--- src/hw/defines.sv ---
// shared widths, RV32I encodings and instruction views, referenced by scoped name from every block
package defines;

	// datapath width is fixed for RV32I
	localparam int XLEN = 32;

	typedef logic [XLEN-1:0] data_t;

	// all-zero word, also the x0 value
	localparam data_t NULL = '0;

	// register index, x0 to x31
	typedef logic [4:0] reg_addr_t;

	// major opcodes seen by the front end
	typedef enum logic [6:0] {
		B      = 7'b1100011,
		JAL    = 7'b1101111,
		JALR   = 7'b1100111,
		OP     = 7'b0110011,
		OP_IMM = 7'b0010011,
		LOAD   = 7'b0000011,
		STORE  = 7'b0100011,
		LUI    = 7'b0110111
	} opcode_t;

	// branch conditions, funct3 of the B format
	typedef enum logic [2:0] {
		BEQ  = 3'b000,
		BNE  = 3'b001,
		BLT  = 3'b100,
		BGE  = 3'b101,
		BLTU = 3'b110,
		BGEU = 3'b111
	} funct3_t;

	// where a decode operand comes from
	typedef enum logic [1:0] {
		RS_ID_SEL  = 2'b00,
		EX_ID_SEL  = 2'b01,
		MEM_ID_SEL = 2'b10,
		WB_ID_SEL  = 2'b11
	} id_fwd_sel_t;

	// one instruction word, two decodes
	// fld is the R/I/S/B field split, jmp splits the J immediate bits
	typedef union packed {
		struct packed {
			logic [6:0] funct7;
			reg_addr_t  rs2;
			reg_addr_t  rs1;
			funct3_t    funct3;
			reg_addr_t  rd;
			opcode_t    opcode;
		} fld;
		struct packed {
			logic       imm_sign;
			logic [9:0] imm_lo10;
			logic       imm_11;
			logic [7:0] imm_hi8;
			reg_addr_t  rd;
			opcode_t    opcode;
		} jmp;
	} instr_t;

endpackage : defines

--- src/hw/fetch_if.sv ---
// fetch to decode link; carries the IF/ID word forward and the redirect back to the pc
`timescale 1ns/10ps

interface fetch_if;

	// IF/ID contents
	defines::data_t  pc;
	defines::instr_t instr;
	logic            valid;

	// decode resolved a taken transfer this cycle
	logic            redirect;
	defines::data_t  target;

	modport fetch (output pc, output instr, output valid, input redirect, input target);

	// mirror side, used by the decode stage
	modport decode (input pc, input instr, input valid, output redirect, output target);

endinterface : fetch_if

--- src/hw/pc_fetch.sv ---
// fetch stage; drives the instruction memory address and loads the IF/ID register each cycle
`timescale 1ns/10ps

module pc_fetch #(
	parameter defines::data_t RESET_PC = 32'h0000_0000
) (
	input  logic           clk,
	input  logic           rst_n,
	output defines::data_t imem_addr,
	input  defines::data_t imem_rdata,
	fetch_if.fetch         fe
);

	defines::data_t pc;

	// memory answers in the same cycle
	assign imem_addr = pc;

	// pc and the IF/ID valid bit
	always_ff @(posedge clk) begin
		if (!rst_n) begin
			pc       <= RESET_PC;
			fe.valid <= 1'b0;
		end else begin
			// word fetched alongside a taken transfer is wrong path, drop it
			fe.valid <= !fe.redirect;
			if (fe.redirect) begin
				pc <= fe.target;
			end else begin
				pc <= pc + 32'd4;
			end
		end
	end

	// IF/ID payload, qualified by fe.valid
	always_ff @(posedge clk) begin
		fe.pc    <= pc;
		fe.instr <= defines::instr_t'(imem_rdata);
	end

	// target is built in decode, bit 0 must be cleared there for every transfer kind
	a_target_aligned : assert property (
		@(posedge clk) disable iff (!rst_n)
		fe.redirect |-> (fe.target[0] == 1'b0)
	);

endmodule : pc_fetch

--- src/hw/reg_file.sv ---
// integer register file; two combinational decode reads and one WB write port
`timescale 1ns/10ps

module reg_file (
	input  logic               clk,
	input  logic               rst_n,
	input  defines::reg_addr_t rs1_addr,
	input  defines::reg_addr_t rs2_addr,
	output defines::data_t     rs1,
	output defines::data_t     rs2,
	input  logic               we,
	input  defines::reg_addr_t rd,
	input  defines::data_t     wd
);

	defines::data_t regs [32];

	// write on WB, x0 stays zero
	always_ff @(posedge clk) begin
		if (!rst_n) begin
			for (int i = 0; i < 32; i++) begin
				regs[i] <= defines::NULL;
			end
		end else if (we && (rd != 5'd0)) begin
			regs[rd] <= wd;
		end
	end

	// no write-through here
	// a same-cycle WB hit is picked up by the WB forward select instead
	always_comb begin
		if (rs1_addr == 5'd0) begin
			rs1 = defines::NULL;
		end else begin
			rs1 = regs[rs1_addr];
		end
		if (rs2_addr == 5'd0) begin
			rs2 = defines::NULL;
		end else begin
			rs2 = regs[rs2_addr];
		end
	end

endmodule : reg_file

--- src/hw/id_fwd_ctrl.sv ---
// decode forward control; picks the newest in-flight producer for each source register
`timescale 1ns/10ps

module id_fwd_ctrl (
	input  defines::reg_addr_t   rs1_addr,
	input  defines::reg_addr_t   rs2_addr,
	input  defines::reg_addr_t   ex_rd,
	input  defines::reg_addr_t   mem_rd,
	input  defines::reg_addr_t   wb_rd,
	input  logic                 ex_we,
	input  logic                 mem_we,
	input  logic                 wb_we,
	output defines::id_fwd_sel_t fwd_rs1,
	output defines::id_fwd_sel_t fwd_rs2
);

	// stage hits, x0 never matches
	logic ex_hit1, mem_hit1, wb_hit1;
	logic ex_hit2, mem_hit2, wb_hit2;

	always_comb begin
		ex_hit1  = ex_we  && (ex_rd  != 5'd0) && (ex_rd  == rs1_addr);
		mem_hit1 = mem_we && (mem_rd != 5'd0) && (mem_rd == rs1_addr);
		wb_hit1  = wb_we  && (wb_rd  != 5'd0) && (wb_rd  == rs1_addr);
		ex_hit2  = ex_we  && (ex_rd  != 5'd0) && (ex_rd  == rs2_addr);
		mem_hit2 = mem_we && (mem_rd != 5'd0) && (mem_rd == rs2_addr);
		wb_hit2  = wb_we  && (wb_rd  != 5'd0) && (wb_rd  == rs2_addr);
	end

	// youngest producer wins, EX then MEM then WB
	always_comb begin
		fwd_rs1 = ex_hit1  ? defines::EX_ID_SEL  :
		          mem_hit1 ? defines::MEM_ID_SEL :
		          wb_hit1  ? defines::WB_ID_SEL  :
		          defines::RS_ID_SEL;
		fwd_rs2 = ex_hit2  ? defines::EX_ID_SEL  :
		          mem_hit2 ? defines::MEM_ID_SEL :
		          wb_hit2  ? defines::WB_ID_SEL  :
		          defines::RS_ID_SEL;
	end

	// x0 must come from the register file so it reads zero
	always_comb begin
		a_x0_from_rf : assert final (
			((rs1_addr != 5'd0) || (fwd_rs1 == defines::RS_ID_SEL)) &&
			((rs2_addr != 5'd0) || (fwd_rs2 == defines::RS_ID_SEL))
		);
	end

endmodule : id_fwd_ctrl

--- src/hw/pc_adder.sv ---
// decode branch resolver; forwards operands, evaluates the condition and builds the transfer target
`timescale 1ns/10ps

module pc_adder (
	input  defines::instr_t      instr,
	input  defines::data_t       pc,
	input  defines::data_t       rs1,
	input  defines::data_t       rs2,
	input  defines::data_t       ex_data,
	input  defines::data_t       mem_data,
	input  defines::data_t       wb_data,
	input  defines::id_fwd_sel_t fwd_rs1,
	input  defines::id_fwd_sel_t fwd_rs2,
	output defines::data_t       pc_bj,
	output defines::data_t       pc_nxt,
	output logic                 pc_sel,
	output logic                 branch_taken,
	output defines::data_t       op1,
	output defines::data_t       op2
);

	defines::opcode_t opcode;
	defines::funct3_t funct3;

	// condition flags on the forwarded operands
	logic beq_take, bne_take, blt_take, bge_take, bltu_take, bgeu_take;
	logic cond_hit;

	// immediates and adder results
	defines::data_t imm_b, imm_j, imm_i, imm;
	defines::data_t pc_add_imm, op1_add_imm;

	assign opcode = instr.fld.opcode;
	assign funct3 = instr.fld.funct3;

	// operand forward mux
	always_comb begin
		case (fwd_rs1)
			defines::EX_ID_SEL:  op1 = ex_data;
			defines::MEM_ID_SEL: op1 = mem_data;
			defines::WB_ID_SEL:  op1 = wb_data;
			default:             op1 = rs1;
		endcase
		case (fwd_rs2)
			defines::EX_ID_SEL:  op2 = ex_data;
			defines::MEM_ID_SEL: op2 = mem_data;
			defines::WB_ID_SEL:  op2 = wb_data;
			default:             op2 = rs2;
		endcase
	end

	always_comb begin
		beq_take  = (op1 == op2);
		bne_take  = (op1 != op2);
		blt_take  = ($signed(op1) < $signed(op2));
		bge_take  = ($signed(op1) >= $signed(op2));
		bltu_take = (op1 < op2);
		bgeu_take = (op1 >= op2);
	end

	// funct3 picks one flag, undefined funct3 never takes
	always_comb begin
		case (funct3)
			defines::BEQ:  cond_hit = beq_take;
			defines::BNE:  cond_hit = bne_take;
			defines::BLT:  cond_hit = blt_take;
			defines::BGE:  cond_hit = bge_take;
			defines::BLTU: cond_hit = bltu_take;
			defines::BGEU: cond_hit = bgeu_take;
			default:       cond_hit = 1'b0;
		endcase
		branch_taken = cond_hit && (opcode == defines::B);
	end

	// B and J offsets are in halfwords, I is in bytes
	always_comb begin
		imm_b = {{20{instr.fld.funct7[6]}}, instr.fld.rd[0], instr.fld.funct7[5:0],
		         instr.fld.rd[4:1], 1'b0};
		imm_j = {{12{instr.jmp.imm_sign}}, instr.jmp.imm_hi8, instr.jmp.imm_11,
		         instr.jmp.imm_lo10, 1'b0};
		imm_i = {{20{instr.fld.funct7[6]}}, instr.fld.funct7, instr.fld.rs2};
		case (opcode)
			defines::B:    imm = imm_b;
			defines::JAL:  imm = imm_j;
			defines::JALR: imm = imm_i;
			default:       imm = defines::NULL;
		endcase
	end

	// pc relative for B and JAL, register relative for JALR
	always_comb begin
		pc_add_imm  = pc + imm;
		op1_add_imm = op1 + imm;
		if (opcode == defines::JALR) begin
			// JALR drops the low bit of the sum
			pc_bj = {op1_add_imm[31:1], 1'b0};
		end else begin
			pc_bj = pc_add_imm;
		end
		pc_sel = branch_taken || (opcode == defines::JAL) || (opcode == defines::JALR);
		pc_nxt = pc_sel ? pc_bj : (pc + 32'd4);
	end

endmodule : pc_adder

--- src/hw/id_issue.sv ---
// ID/EX register; sends the redirect back to fetch and hands the decoded word to execute
`timescale 1ns/10ps

module id_issue (
	input  logic            clk,
	input  logic            rst_n,
	fetch_if.decode         de,
	input  logic            pc_sel,
	input  logic            branch_taken,
	input  defines::data_t  pc_bj,
	input  defines::data_t  op1,
	input  defines::data_t  op2,
	output logic            issue_valid,
	output defines::data_t  issue_pc,
	output defines::instr_t issue_instr,
	output defines::data_t  issue_op_a,
	output defines::data_t  issue_op_b,
	output defines::data_t  issue_link,
	output logic            issue_taken
);

	// only a live decode word may steer fetch
	assign de.redirect = de.valid && pc_sel;
	assign de.target   = pc_bj;

	// control bits
	always_ff @(posedge clk) begin
		if (!rst_n) begin
			issue_valid <= 1'b0;
			issue_taken <= 1'b0;
		end else begin
			issue_valid <= de.valid;
			issue_taken <= de.redirect;
		end
	end

	// payload, meaningful only with issue_valid
	always_ff @(posedge clk) begin
		issue_pc    <= de.pc;
		issue_instr <= de.instr;
		issue_op_a  <= op1;
		issue_op_b  <= op2;
		// return address for JAL and JALR
		issue_link  <= de.pc + 32'd4;
	end

	// nothing leaves decode in the first cycle out of reset
	a_no_issue_after_rst : assert property (
		@(posedge clk) !rst_n |=> !issue_valid
	);

	// a taken branch is always a redirect and always a B opcode
	a_taken_is_branch : assert property (
		@(posedge clk) disable iff (!rst_n)
		branch_taken |-> (pc_sel && (de.instr.fld.opcode == defines::B))
	);

endmodule : id_issue

--- src/hw/branch_id_top.sv ---
// fetch and decode front end top; wires fetch, register file, forwarding, resolver and issue
`timescale 1ns/10ps

module branch_id_top #(
	parameter defines::data_t RESET_PC = 32'h0000_0000
) (
	input  logic               clk,
	input  logic               rst_n,
	output defines::data_t     imem_addr,
	input  defines::data_t     imem_rdata,
	input  defines::data_t     ex_data,
	input  defines::data_t     mem_data,
	input  defines::data_t     wb_data,
	input  defines::reg_addr_t ex_rd,
	input  defines::reg_addr_t mem_rd,
	input  defines::reg_addr_t wb_rd,
	input  logic               ex_we,
	input  logic               mem_we,
	input  logic               wb_we,
	output logic               issue_valid,
	output defines::data_t     issue_pc,
	output defines::instr_t    issue_instr,
	output defines::data_t     issue_op_a,
	output defines::data_t     issue_op_b,
	output defines::data_t     issue_link,
	output logic               issue_taken
);

	// decode stage nets
	defines::data_t       rs1, rs2;
	defines::id_fwd_sel_t fwd_rs1, fwd_rs2;
	defines::data_t       pc_bj, op1, op2;
	logic                 pc_sel, branch_taken;

	fetch_if fe_bus ();

	pc_fetch #(
		.RESET_PC (RESET_PC)
	) fetch0 (
		.clk        (clk),
		.rst_n      (rst_n),
		.imem_addr  (imem_addr),
		.imem_rdata (imem_rdata),
		.fe         (fe_bus.fetch)
	);

	// WB writes here as well as forwarding
	reg_file rf0 (
		.clk      (clk),
		.rst_n    (rst_n),
		.rs1_addr (fe_bus.instr.fld.rs1),
		.rs2_addr (fe_bus.instr.fld.rs2),
		.rs1      (rs1),
		.rs2      (rs2),
		.we       (wb_we),
		.rd       (wb_rd),
		.wd       (wb_data)
	);

	id_fwd_ctrl fwd0 (
		.rs1_addr (fe_bus.instr.fld.rs1),
		.rs2_addr (fe_bus.instr.fld.rs2),
		.ex_rd    (ex_rd),
		.mem_rd   (mem_rd),
		.wb_rd    (wb_rd),
		.ex_we    (ex_we),
		.mem_we   (mem_we),
		.wb_we    (wb_we),
		.fwd_rs1  (fwd_rs1),
		.fwd_rs2  (fwd_rs2)
	);

	// pc_nxt is left open, fetch advances on its own and takes pc_bj on a redirect
	pc_adder bj0 (
		.instr        (fe_bus.instr),
		.pc           (fe_bus.pc),
		.rs1          (rs1),
		.rs2          (rs2),
		.ex_data      (ex_data),
		.mem_data     (mem_data),
		.wb_data      (wb_data),
		.fwd_rs1      (fwd_rs1),
		.fwd_rs2      (fwd_rs2),
		.pc_bj        (pc_bj),
		.pc_nxt       (),
		.pc_sel       (pc_sel),
		.branch_taken (branch_taken),
		.op1          (op1),
		.op2          (op2)
	);

	id_issue issue0 (
		.clk          (clk),
		.rst_n        (rst_n),
		.de           (fe_bus.decode),
		.pc_sel       (pc_sel),
		.branch_taken (branch_taken),
		.pc_bj        (pc_bj),
		.op1          (op1),
		.op2          (op2),
		.issue_valid  (issue_valid),
		.issue_pc     (issue_pc),
		.issue_instr  (issue_instr),
		.issue_op_a   (issue_op_a),
		.issue_op_b   (issue_op_b),
		.issue_link   (issue_link),
		.issue_taken  (issue_taken)
	);

endmodule : branch_id_top

--- config.mk ---
export PLATFORM = sky130hd
export DESIGN_NAME = branch_id_top
export DESIGN_NICKNAME = d
export VERILOG_FILES = /design/src/hw/defines.sv /design/src/hw/fetch_if.sv /design/src/hw/pc_fetch.sv /design/src/hw/reg_file.sv /design/src/hw/id_fwd_ctrl.sv /design/src/hw/pc_adder.sv /design/src/hw/id_issue.sv /design/src/hw/branch_id_top.sv
export SDC_FILE = /design/constraint.sdc
export NUM_CORES = 2
export LEC_CHECK = 0
export BUFFER_PORTS_ARGS = -buffer_cell sky130_fd_sc_hd__buf_2
export CAP_MARGIN = 10
export CELL_PAD_IN_SITES_DETAIL_PLACEMENT = 0
export CELL_PAD_IN_SITES_GLOBAL_PLACEMENT = 1
export CORE_UTILIZATION = 45
export CTS_CLUSTER_SIZE = 25
export DETAILED_ROUTE_END_ITERATION = 10
export GPL_ROUTABILITY_DRIVEN = 0
export PLACE_DENSITY_LB_ADDON = 0.1
export SLEW_MARGIN = 20
export SYNTH_ARGS = -nofsm -noshare
export SYNTH_HDL_FRONTEND = slang
export SYNTH_SLANG_ARGS = --single-unit
--- constraint.sdc ---
create_clock -name clk -period 10.1 [get_ports clk]
set_input_delay 1.515 -clock clk [delete_from_list [all_inputs] [get_ports clk]]
set_output_delay 1.515 -clock clk [all_outputs]
set_load 0.1 [all_outputs]
# == Word level (Yosys, flattened, before mapping) ==
# Memory sizes are Yosys's and may differ from the RTL's. A register that Yosys moved wholly into a read port is not among the register bits.
# Cells that the tools add are included.
# word_totals
memories,1
ram_bits,1024
register_bits,259
out_inout_bits,194
wordCells,84
# op_classes
addsub,4
n_mux,21
n_lt_le_gt_ge,4
eq_ne,22
n_reduce_logical,21
# mem_list
memory,words,word_bits,read_ports,rd_clocked_by_memory_dff,write_ports,line,rtl
rf0.regs,32,32,2,2,32,reg_file.sv:16,defines::data_t regs [32];
# ops
op,count
$pmux W32 S3,3
$mux W32,5
$add A32 B3 Y32 const B,2
$add A32 B32 Y32,2
$ge A32 B32 Y1,2
$lt A32 B32 Y1,2
$eq A32 B32 Y1,1
$ne A32 B32 Y1,1
$reduce_or A32 Y1,1
$eq A5 B5 Y1,6
$eq A7 B7 Y1 const B,3
$reduce_bool A5 Y1,3
$eq A3 B3 Y1 const B,4
$mux W2,6
$logic_and A1 B1 Y1,11
$logic_not A5 Y1,2
$eq A2 B2 Y1 const B,4
$pmux W1 S6,1
$mux W1,5
$mux W5,1
$eq A2 B1 Y1 const B,2
$eq A3 B1 Y1 const B,1
$logic_not A3 Y1,1
$logic_or A1 B1 Y1,2
$logic_not A1 Y1,1

# == Depth between registers and ports, before layout ==
# logic_depth
ltp_word,15
depth_mapped,27

# == Modules after synthesis ==
# A second synthesis with hierarchy kept.
# unflattened
hier_cells,5012
area_unflattened_um2,68958.6
# by_module_without_submodules
mod,cells_each,instances,area_each_um2
reg_file,3507,1,54232.0
pc_adder,888,1,7093.1
id_issue,283,1,4087.7
pc_fetch,278,1,3120.5
id_fwd_ctrl,56,1,425.4

# == Least setup slack after synthesis ==
# Ideal clock, no wire load.
# synth_timing
path_type,input to register
start,input wb_rd[3]
end,register fetch0.pc[27] (netlist: fetch0.imem_addr[27])
setup_ns,0.146
path_slack_ns,3.971
arrival_time_ns,5.982
path_stages,19
path_buffers,3
path_cell_list,buf_2 > or3_1 > buf_2 > o311ai_4 > o32ai_1 > nor3_1 > a221o_1 > ha_1 > nand4_1 > or4_1 > or4_1 > a21oi_1 > o21ai_1 > a211o_1 > o31a_1 > buf_6 > or3_1 > o21ai_1 > a211oi_1
# synth_via
elab_chain_cells,15
word_cells_on_any_way,34
# synth_rtl
item,line,rtl
start: declaration,branch_id_top.sv:16,"input defines::reg_addr_t wb_rd,"
$reduce_bool A5 Y1,id_fwd_ctrl.sv:24,wb_hit1 = wb_we && (wb_rd != 5'd0) && (wb_rd == rs1_addr);
$logic_and A1 B1 Y1,id_fwd_ctrl.sv:24,
$logic_and A1 B1 Y1 *,id_fwd_ctrl.sv:24,
$mux W2 *,id_fwd_ctrl.sv:34,wb_hit1 ? defines::WB_ID_SEL :
$mux W2 *,id_fwd_ctrl.sv:33,mem_hit1 ? defines::MEM_ID_SEL :
$mux W2 *,id_fwd_ctrl.sv:32,fwd_rs1 = ex_hit1 ? defines::EX_ID_SEL :
$eq A2 B2 Y1 / $eq A2 B1 Y1 (equally long branches),pc_adder.sv:38,case (fwd_rs1)
$pmux W32 S3 *,pc_adder.sv:38,
net bj0.op1[15],pc_adder.sv:18,"output defines::data_t op1,"
$ge A32 B32 Y1 (tied with other cells),pc_adder.sv:58,bgeu_take = (op1 >= op2);
$pmux W1 S6,pc_adder.sv:63,case (funct3)
$logic_and A1 B1 Y1,pc_adder.sv:72,branch_taken = cond_hit && (opcode == defines::B);
$logic_or A1 B1 Y1 (2 in series),pc_adder.sv:100,pc_sel = branch_taken || (opcode == defines::JAL) || (opcode == defines::JALR);
$logic_and A1 B1 Y1,id_issue.sv:23,assign de.redirect = de.valid && pc_sel;
$mux W32 *,pc_fetch.sv:27,if (fe.redirect) begin
end signal: assignment,pc_fetch.sv:28,pc <= fe.target;
end signal: assignment,pc_fetch.sv:30,pc <= pc + 32'd4;
end: declaration,pc_fetch.sv:14,defines::data_t pc;
# The timed path passes the listed nets; every way through them passes the cells marked *.
# A chain may end at the register's enable or synchronous reset.

# == Final worst setup path ==
# layout_timing
start,register fetch0.fe.instr[18]
end,register fetch0.pc[31] (netlist: fetch0.imem_addr[31])
# layout_via
elab_chain_cells,14
word_cells_on_any_way,31
# layout_rtl
item,line,rtl
start: declaration,fetch_if.sv:15,"modport fetch (output pc, output instr, output valid, input redirect, input target);"
start signal: assignment,pc_fetch.sv:38,fe.instr <= defines::instr_t'(imem_rdata);
$eq A5 B5 Y1,id_fwd_ctrl.sv:24,
$logic_and A1 B1 Y1,id_fwd_ctrl.sv:24,
$mux W2,id_fwd_ctrl.sv:34,
$mux W2,id_fwd_ctrl.sv:33,
$mux W2,id_fwd_ctrl.sv:32,
$eq A2 B2 Y1 / $eq A2 B1 Y1 (equally long branches),pc_adder.sv:38,
$pmux W32 S3 *,pc_adder.sv:38,
net bj0.op1[17],pc_adder.sv:18,
$ge A32 B32 Y1 (tied with other cells),pc_adder.sv:58,
$pmux W1 S6,pc_adder.sv:63,
$logic_and A1 B1 Y1,pc_adder.sv:72,
$logic_or A1 B1 Y1 (2 in series),pc_adder.sv:100,
$logic_and A1 B1 Y1,id_issue.sv:23,
$mux W32 *,pc_fetch.sv:27,
# Marked as above.

==> metrics.txt <==
sequential fraction of the synthesis area=approximately 53%; count leader, synth=edfxtp_1; Worst-Skew Late Latency=0.83 ns; wire per inst=35.4 um; setup_tns=0 ns; max_slew headroom=under 10%; CP cell instances=buf_4, xnor2_1, and4_1, and2_2, or3_1, o221ai_1, ha_1, nand4_1, or4_1, or4_1, a21oi_1, o21ai_1, a211o_1, o41a_1, a22o_1, a211oi_1; count of final setup violators=0; top_reg_cell synth=edfxtp_1; vias in the first global route=approximately 47000; Final Util=a little over 50%; number of flops mapped to enable cells by yosys=just over 1000; Max Slew Vio Count=0; critical path buffer and inverter count=1; number of core rows=about 140; I/O Pins=342; outcome=complete, no violations; DRT antenna net count=0; Congestion Overflow GR=0; CTS sink count=between 1000 and 1500; min Tclk post-route=between 7 and 8 ns; TritonRoute pass-1 iters=6; Unique masters post-synth=89; CP Capture Type=flop; WP data arrival=8.11 ns; Synth top cells by count=edfxtp_1 (1024), and2_1 (936), clkbuf_1 (391), mux4_2 (371), mux2i_1 (288); CP Launch Type=flop; # fillers=12700; antenna violations before repair=34; Starting DRT DRC Count=6812; Buffers on Ports=~340; Reg clk slew, reported paths=~0.060 ns; Data required, critical path=around 11 ns; post-CTS resize count=0; Critical Path Fanout Max=37; synthesis-stage register bit count=1281; Yosys warnings=0; kind of critical path=reg2reg; Post-Route WL=between 200000 and 300000 um; Avg Cell Area, Syn=roughly 13 um2; layout cell share with drive strength beyond 1=between 20% and 30%; CP delay by family, top=simple AND/OR/NAND/NOR gates; root buf cell=clkbuf_16; Worst Max-Slew Pin Slew=1.38 ns; pin count of the biggest net entering global routing=between 100 and 150; max cap viols=0; Final Cycle Share=~73%; CP max-delay cell=or3_1; # hold bufs at CTS=0; Via-to-Cell Ratio=between 6 and 7; CTS tree=built; RSZ-0062 raised after global routing=no; Synth area leader=edfxtp_1; die height=roughly 390 um; Core Region=~150000 um2; synthesized instance count=approximately 5400; DRC errors left=0; Crit path top cell by count=or4_1; final net count=roughly 5800; Synth area leaders=edfxtp_1 (45%), mux4_2 (12%), and2_1 (8.6%); die span in x=391 um; Max VDD drop=approximately 180 uV; Total Routing Usage GR=about a third; Fin. Hold Viols=0; fmax=approximately 140 MHz; H-tree levels=4; number of CTS-inserted buffers=around 150; Starting Density=45.4%; dpl hpwl=around 170000 um; post-CTS setup buffer count=0; clock tree buffer depth=3; Netlist Area Pre-Place=roughly 68000 um2; Largest stage delay, worst path=0.86 ns; top-area cell type share of the netlist area=45.1%; Post-synth ARST share=0%; global-route wire length before repair=372000 um; Lkg Pwr=between 20 and 30 nW; Hold Crit Class=reg2reg; Area Overhead vs Synth=13.4%; vias=about 49000; pwr dens=around 180 nW/um2; die area=~150000 um2; Worst Skew=roughly 0.04 ns
[per-layer routing]
metal  up-vias  routed length [um]  global-route usage (%)
met3       529               33300                    11.6
li1      20700                   -                       -
met4        12               12800                    15.8
met2      3194              121000                    53.3
met5         -                  91                       0
met1     25000              105000                    45.6
[power by group]
group	switching (W)	internal, W	total [W]
registers	0.000195	0.00600	0.00619
logic	0.00167	0.000677	0.00235
clock network	0.00233	0.00309	0.00542
total	0.00420	0.00976	0.0140
[kinds of logic after synthesis]
family          Yosys count  share of synthesized area (%)
simple gates           1585                           13.1
flops                  1281                           52.7
compound gates          977                           9.63
mux                     752                           18.0
buf+inv                 530                           3.13
xor+xnor                129                           1.66
fa+ha+maj                97                           1.80
other cells               1                        0.00550
[layout make-up]
class	count	area, um2	area share [%]
clock inverters	91	827	1.07
multi-input cells	3572	30900	39.9
diodes	18	45.0	0.0583
flip-flops and latches	1281	35900	46.5
clock buffers	183	4020	5.20
repair buffers	484	2970	3.84
inverters	35	131	0.170
well taps	2016	2520	3.26
[worst reg2reg max path, stage by stage (launching register included)]
cell	delay, ns
dfxtp_4	0.68
buf_4	0.58
xnor2_1	0.19
and4_1	0.24
and2_2	0.83
or3_1	0.91
o221ai_1	0.61
ha_1	0.50
nand4_1	0.15
or4_1	0.45
or4_1	0.41
a21oi_1	0.17
o21ai_1	0.07
a211o_1	0.31
o41a_1	0.68
a22o_1	0.31
a211oi_1	0.20
[cell usage in the layout (no fill, tap or decap), drive strengths merged, types with 26 or more instances in the layout]
cell type	n
o221ai	36
nor3	89
o211ai	50
dfxtp	257
mux2	93
mux2i	288
and2	936
a211oi	34
buf	484
mux4	371
nand2	136
o22ai	35
clkinv	66
a21o	28
ha	95
nor2b	26
xnor2	74
nor2	222
o21ai	241
conb	32
nand3	43
a21oi	187
a22oi	128
xor2	55
inv	44
a221oi	90
clkbuf	183
nand4	28
edfxtp	1024
o21a	40
[final timing paths]
| path | from | endpoint | slack (ns) | depth (start not counted) |
|---|---|---|---|---|
| hold reg to reg | fetch0.fe.instr[5] | issue0.issue_instr[5] | 0.35 | 0 |
| hold / removal | fetch0.fe.instr[5] | issue0.issue_instr[5] | 0.35 | 0 |
| setup / recovery | fetch0.fe.instr[18] | fetch0.imem_addr[31] | 2.73 | 16 |
| setup reg to reg | fetch0.fe.instr[18] | fetch0.imem_addr[31] | 2.73 | 16 |
[flip-flops by register name, indices dropped and copies added, names as in the netlist, 30 cells and up]
register,cells
issue0.issue_op_a,32
fetch0.fe.pc,32
fetch0.fe.instr,32
issue0.issue_link,30
issue0.issue_pc,32
issue0.issue_instr,32
fetch0.imem_addr,32
rf0.regs,1024
issue0.issue_op_b,32
[metrics by stage]
stage	total power [W]	instances	cell area, um2	setup WS [ns]	hold WS [ns]
global placement	0.00856	7387	72400	2.51	0.335
CTS	0.0139	7662	77300	2.91	0.353
finish	0.0140	7680	77300	2.73	0.352
detailed placement	0.00857	7388	72400	2.40	0.342
floorplan	0.00771	5383	68300	3.97	0.322
global route	0.0143	7665	77300	2.59	0.357
Power figures use the tool's default switching activity.
